**src/hw/cache_consts.svh**
```systemverilog
`ifndef CACHE_CONSTS_SVH
`define CACHE_CONSTS_SVH

// Address split of a 16-bit byte address.
`define CACHE_TAG_BITS    6
`define CACHE_INDEX_BITS  6
`define CACHE_WORD_BITS   3

// Cache geometry, per way.
`define CACHE_SETS        64
`define CACHE_BLOCK_WORDS 8

// Cycles from a fill request to the first returned word.
`define MEM_LATENCY       4

// Main memory depth in 16-bit words.
`define MEM_WORDS         32768

`endif

```
**src/hw/cache_pkg.sv**
```systemverilog
`include "cache_consts.svh"

package cache_pkg;

    // Processor byte address as the cache decodes it.
    typedef struct packed {
        logic [`CACHE_TAG_BITS-1:0]   tag;
        logic [`CACHE_INDEX_BITS-1:0] index;
        logic [`CACHE_WORD_BITS-1:0]  word_sel;
        logic                         byte_sel;
    } cache_addr_t;

    // One metadata entry. Bit 6 is spare.
    typedef struct packed {
        logic                       valid;
        logic                       spare;
        logic [`CACHE_TAG_BITS-1:0] tag;
    } meta_t;

    // Write-through request to main memory, word addressed.
    typedef struct packed {
        logic        we;
        logic [14:0] addr;
        logic [15:0] data;
    } mem_wr_t;

    // One word of a block fill, aimed at one way of the data arrays.
    typedef struct packed {
        logic                         we;
        logic                         way;
        logic [`CACHE_INDEX_BITS-1:0] index;
        logic [`CACHE_WORD_BITS-1:0]  word_sel;
        logic [15:0]                  data;
    } fill_wr_t;

endpackage

```
**src/hw/cache_fill_ctrl.sv**
```systemverilog
`timescale 1ns/1ps
`include "cache_consts.svh"

module cache_fill_ctrl
    import cache_pkg::*;
(
    input  logic        clk,
    input  logic        rst_n,
    input  logic        fill_start,
    input  logic [14:0] fill_addr,
    input  logic        victim_way,
    output logic        mem_rd_req,
    output logic [14:0] mem_rd_addr,
    input  logic        mem_rd_valid,
    input  logic [15:0] mem_rd_data,
    output logic        fill_busy,
    output fill_wr_t    fill_wr,
    output meta_t       meta_wr
);

    typedef enum logic [1:0] {
        ST_IDLE,
        ST_WAIT,
        ST_BURST
    } fill_state_t;

    fill_state_t state_q;
    logic [14:0] addr_q;
    logic        way_q;
    logic [2:0]  word_q;
    logic        last_word;

    assign fill_busy   = (state_q != ST_IDLE);
    assign mem_rd_req  = fill_busy;
    assign mem_rd_addr = addr_q;
    assign last_word   = fill_wr.we && (word_q == 3'(`CACHE_BLOCK_WORDS - 1));

    always_comb begin
        fill_wr          = '0;
        fill_wr.we       = fill_busy && mem_rd_valid;
        fill_wr.way      = way_q;
        fill_wr.index    = addr_q[8:3];
        fill_wr.word_sel = word_q;
        fill_wr.data     = mem_rd_data;
    end

    // The tag goes in with the last word, so the next lookup hits.
    always_comb begin
        meta_wr       = '0;
        meta_wr.valid = last_word;
        meta_wr.tag   = addr_q[14:9];
    end

    always_ff @(posedge clk) begin
        if (!rst_n) begin
            state_q <= ST_IDLE;
            word_q  <= '0;
        end else begin
            case (state_q)
                ST_IDLE: begin
                    word_q <= '0;
                    if (fill_start) begin
                        state_q <= ST_WAIT;
                    end
                end
                ST_WAIT: begin
                    if (mem_rd_valid) begin
                        word_q  <= word_q + 3'd1;
                        state_q <= ST_BURST;
                    end
                end
                ST_BURST: begin
                    if (mem_rd_valid) begin
                        word_q <= word_q + 3'd1;
                        if (last_word) begin
                            state_q <= ST_IDLE;
                        end
                    end
                end
                default: state_q <= ST_IDLE;
            endcase
        end
    end

    always_ff @(posedge clk) begin
        if (state_q == ST_IDLE && fill_start) begin
            addr_q <= fill_addr;
            way_q  <= victim_way;
        end
    end

endmodule

```
**config.mk**
```make
export PLATFORM = sky130hd
export DESIGN_NAME = cache_fill_ctrl
export DESIGN_NICKNAME = d
export VERILOG_FILES = /design/src/hw/cache_pkg.sv /design/src/hw/cache_fill_ctrl.sv
export VERILOG_INCLUDE_DIRS = /design/src /design/src/hw
export SDC_FILE = /design/constraint.sdc
export NUM_CORES = 1
export LEC_CHECK = 0
export BUFFER_PORTS_ARGS = -buffer_cell sky130_fd_sc_hd__buf_4
export CAP_MARGIN = 20
export CORE_MARGIN = 5
export CORE_UTILIZATION = 34
export DETAILED_ROUTE_END_ITERATION = 8
export PLACE_DENSITY = 0.8
export RECOVER_POWER = 50
export SETUP_SLACK_MARGIN = 0.15
export SLEW_MARGIN = 40
export SYNTH_ARGS = -nofsm -noshare
export SYNTH_HDL_FRONTEND = slang
export SYNTH_SLANG_ARGS = --single-unit
```
**constraint.sdc**
```tcl
create_clock -name clk -period 1.4 [get_ports clk]
set_input_delay 0 -clock clk [delete_from_list [all_inputs] [get_ports clk]]
set_output_delay 0 -clock clk [all_outputs]
set_load 0.02 [all_outputs]
```
* Word level (Yosys, flattened, before mapping)
Cells that the tools add are included.
** Storage, ports and cells
- Bits of input ports :: 36
- Register bits after elaboration :: 21
- Word-level logic and storage cells :: 29
** Cells by class
- Equality and inequality tests :: 8
- Add/subtract/negate cells :: 1
- Muxes and demuxes :: 7
- Reduce and logical (&&, ||, !) cells :: 9
** Operators with widths (number)
- $mux W2 :: 4
- $ne A2 B2 Y1 const B :: 4
- $pmux W2 S3 :: 1
- $pmux W3 S2 :: 1
- $reduce_and A4 Y1 :: 1
- $reduce_bool A2 Y1 :: 2
- $add A3 B1 Y3 const B :: 1
- $eq A3 B3 Y1 const B :: 1
- $logic_and A1 B1 Y1 :: 3
- $mux W3 :: 1
- $eq A2 B1 Y1 const B :: 1
- $eq A2 B2 Y1 const B :: 1
- $logic_not A2 Y1 :: 1
- $ne A2 B1 Y1 const B :: 1
- $reduce_and A2 Y1 :: 1
- $reduce_or A2 Y1 :: 1

* Depth between registers and ports, before layout
- Depth after elaboration :: 6
- Depth in mapped cells :: 5

* Worst setup path after synthesis
Ideal clock, no wire load.
- Path type :: reg-to-reg
- Start :: register word_q[0]
- End :: register state_q[0]
- Buffers on the path :: 0
- Data required time :: 1328 ps
- Period minus slack after synthesis :: 1510 ps
- Arrival time :: 1438 ps
- Cell stages (with the launch flop) :: 6
- Path slack :: -110 ps
- Cells stage by stage :: dfxtp_1 ha_1 ha_1 nand2_1 a222oi_1 mux2i_1
** On the way
- Cells in the longest elaborated chain, start to end :: 4
** RTL lines
- start: declaration :: RTL line cache_fill_ctrl.sv:30 : logic [2:0] word_q;
- start signal: assignment :: RTL line cache_fill_ctrl.sv:68 : word_q <= word_q + 3'd1;
- start signal: assignment :: RTL line cache_fill_ctrl.sv:74 : word_q <= word_q + 3'd1;
- $eq A3 B3 Y1 :: RTL line cache_fill_ctrl.sv:36 : assign last_word = fill_wr.we && (word_q == 3'(`CACHE_BLOCK_WORDS - 1));
- $logic_and A1 B1 Y1 :: RTL line cache_fill_ctrl.sv:36
- $ne A2 B2 Y1 (no line)
- $reduce_and A4 Y1 (no line)
- end signal: assignment :: RTL line cache_fill_ctrl.sv:56 : state_q <= ST_IDLE;
- end signal: assignment :: RTL line cache_fill_ctrl.sv:63 : state_q <= ST_WAIT;
- end signal: assignment :: RTL line cache_fill_ctrl.sv:69 : state_q <= ST_BURST;
- end: declaration :: RTL line cache_fill_ctrl.sv:27 : fill_state_t state_q;
No other way between the ends.
A chain may end at the register's enable or synchronous reset.

* Worst setup path in the final report
- Start :: register state_q[0]
- End :: register state_q[1]
** On the way
- Cells in the longest elaborated chain, start to end :: 5
- Elaborated cells between the ends (all ways) :: 12
** RTL lines
- $reduce_bool A2 Y1 :: RTL line cache_fill_ctrl.sv:33 : assign fill_busy = (state_q != ST_IDLE);
- $logic_and A1 B1 Y1 :: RTL line cache_fill_ctrl.sv:40 : fill_wr.we = fill_busy && mem_rd_valid;
- $logic_and A1 B1 Y1 :: RTL line cache_fill_ctrl.sv:36
- $ne A2 B2 Y1 (no line)
- $reduce_and A4 Y1 (no line)
Several ways; a longest one is shown, not always the timed one.

==> run summary <==
Measured along the x axis, the die boundary spans 65.5 um. The number of cells in the finished layout apart from fillers is 171. The flow ran to the end, but the final reports show violations. The worst-case vdd ir drop is 0.435 mV. CTS built an H-tree with a depth of 1. The number of clock buffers added by TritonCTS is 3. Yosys attributes the largest share of cell area to edfxtp_1 (46%), buf_4 (23%), dfxtp_1 (9.6%), ha_1 (7.2%), mux2i_1 (2.9%). The tree is rooted in a clkbuf_4. The clock input transition at the sequential cells of the worst setup and hold paths came out at 110 ps. The aggregate routed wire length came out at 2550 um. The total area inside the core boundary comes to 3000 um^2. The least setup slack across all paths after layout came out at -13.3 ps.

For this design, the sink count on the clock tree is 21. Summing the sequential cell areas from Yosys gives 55.5% of the chip area. The final antenna-violating net count is 0. STA classifies the critical path startpoint as a register.

The synthesis warning total came out at 0. The starting density of the core came out at 34.8%. The final-report hold violation count was 0. The via count of the first global-routing pass is 776. The proportion of netlist area held by the largest area contributor came out at 45.9%. The global-route usage over all layers is 11.6%.

The net count of the mapped netlist is 126. The library cell used most frequently in the layout, excluding fill and tap cells, is buf_4. STA classifies the critical path endpoint as a register.

The total power per unit cell area is 1580 nW/um^2. The initial antenna violation count came out at 0. The number of placed cells counting well taps came out at 141.

Row generation in the floorplan step produced 20 rows. Dividing the synthesized area by the synthesized cell count gives 12.5 um^2. The aggregate global routing overflow came out at 0. The final max-slew violation count was 0.

The CTS tree is yes. The detailed-route via count is 751. The routability congestion estimate came out at 0.686.

The ratio of cells with drive above 1 in the final layout is 54.3%. The checks that failed: setup timing. Setup repair after global routing could not meet its margin everywhere. The final instance area is 1630 um^2. The average wire per standard cell came out at 14.9 um. The count of distinct cell types in the synthesized netlist came out at 17.

Derived from the worst setup path, the maximum achievable clock frequency is 708 MHz. The first global-routing pass estimated 3760 um of wire. In the layout the commonest cells are buf_4 (33), clkbuf_4 (19), dlygate4sd3_1 (18), edfxtp_1 (16), clkbuf_1 (9).

The overall power consumption is 2.57 mW. The first TritonRoute pass finished after 4 iterations. The worst hold slack came out at 0.00881 ps. The number of max-cap violations is 0. The worst-path maximum fanout is 2.

The pre-CTS setup slack came out at -135 ps. The critical path is of the reg2reg type. The share of the core filled with cells in the final layout is 54.3%. The data required time at the worst endpoint came out at 1630 ps.

The HPWL reported at the end of detailed placement came out at 1760 um. The maximum number of pins on one net before global-route repair is 17. The path class of the lowest-slack min-delay path is in2out. The number of vias per cell after detailed routing is 4.39.

The final layout contains 181 nets. The remaining routing DRC violations is 0. The number of cells on the worst hold path came out at 0. The final worst-path cycle share came out at 101%. The minimum clock period after layout is 1410 ps. The count of endpoints failing setup in the final report came out at 1.

Data arrives at the worst endpoint at 1640 ps. The number of flip-flops and latches in the synthesized netlist came out at 21. The die area came out at 4290 um^2. The static leakage is 0.687 nW. The cell count of the worst reg-to-reg path is 6. The number of antenna diodes in the final layout is 0. Pin placement for this block handled 88 I/O pins. The insertion delay of the later-clocked pin in the worst-skew pair came out at 300 ps. The largest total area in the synthesized netlist belongs to edfxtp_1. The height of the die came out at 65.5 um.

The post-synthesis cell area came out at 1050 um^2. The setup total negative slack is -13.3 ps. The total of buffers placed on input and output ports is 54. Counting along the longest clock path gives a buffer depth of 2.

The number of DRC markers after the initial detailed-route iteration is 26. The post-detailed-placement cell area is 1310 um^2. The synthesized netlist cell count came out at 84. The largest clock skew in the final design is 11.1 ps. The synthesis-to-finish area growth is 56.0%.
[routing by layer]
| metal | global-route usage, % | wire [um] | vias up | share of wire, % |
|---|---|---|---|---|
| met1 | 11.6 | 952 | 334 | 37 |
| li1 | - | - | 358 | - |
| met5 | 0 | 0 | - | 0 |
| met3 | 4.62 | 339 | 8 | 13 |
| met4 | 3.89 | 28 | 0 | 1.1 |
| met2 | 21.5 | 1230 | 51 | 48 |
[timing repair]
item,in CTS,in global routing
resized for setup,23,0
pin swaps,8,4
setup endpoints to repair,25,9
setup buffers,6,2
hold endpoints to repair,21,0
gates cloned,0,0
hold buffers,18,0
[where the power goes]
| group | switching, mW | internal [mW] |
|---|---|---|
| Combinational | 0.686 | 0.696 |
| Sequential | 0.0794 | 0.834 |
| Clock | 0.169 | 0.111 |
[synth_stat cells]
master    count
nor2b_1       2
buf_4        32
a21boi_0      1
nand2b_1      1
inv_1         4
a222oi_1      1
ha_1          6
edfxtp_1     16
mux2i_1       3
nor2_1        1
nand3b_1      1
a32oi_1       2
and2_1        1
and3_2        1
conb_1        1
dfxtp_1       5
nand2_1       6
[registers in the layout, indices dropped and copies added (netlist names)]
name         flops
state_q          2
mem_rd_addr     15
way_q            1
word_q           3
[area by class of cell]
type | count | area (um^2)
Fill cell | 248 | 1370
Timing Repair Buffer | 82 | 657
Sequential cell | 21 | 593
Multi-Input combinational cell | 27 | 294
Tap cell | 33 | 41.3
Clock buffer | 4 | 26.3
Inverter | 4 | 20.0
[critical path, cell delays in order, from the launching register on]
cell	delay, ps
dfxtp_2	350
inv_2	60
ha_4	150
nand2b_4	130
a222oi_1	300
buf_4	180
mux2i_1	180
[kinds of logic after synthesis]
logic type / Yosys count / synth area share (%)
AND/OR/NAND/NOR: 13 / 6.34
adder cells (fa/ha/maj): 6 / 7.18
AO/OA/AOI/OAI: 4 / 3.35
flip-flops: 21 / 55.5
other: 1 / 0.359
multiplexers: 3 / 2.87
buffers and inverters: 36 / 24.4
[final timing paths]
kind,start,end,slack (ps)
max,state_q[0]$_SDFFE_PN0P_,state_q[1]$_SDFFE_PN0P_,-10
min,mem_rd_data[5],fill_wr[5],0.009
max reg2reg,state_q[0]$_SDFFE_PN0P_,state_q[1]$_SDFFE_PN0P_,-10
min reg2reg,word_q[0]$_SDFFE_PN0P_,word_q[0]$_SDFFE_PN0P_,510
No activity file was read; power rests on OpenSTA's default activity.
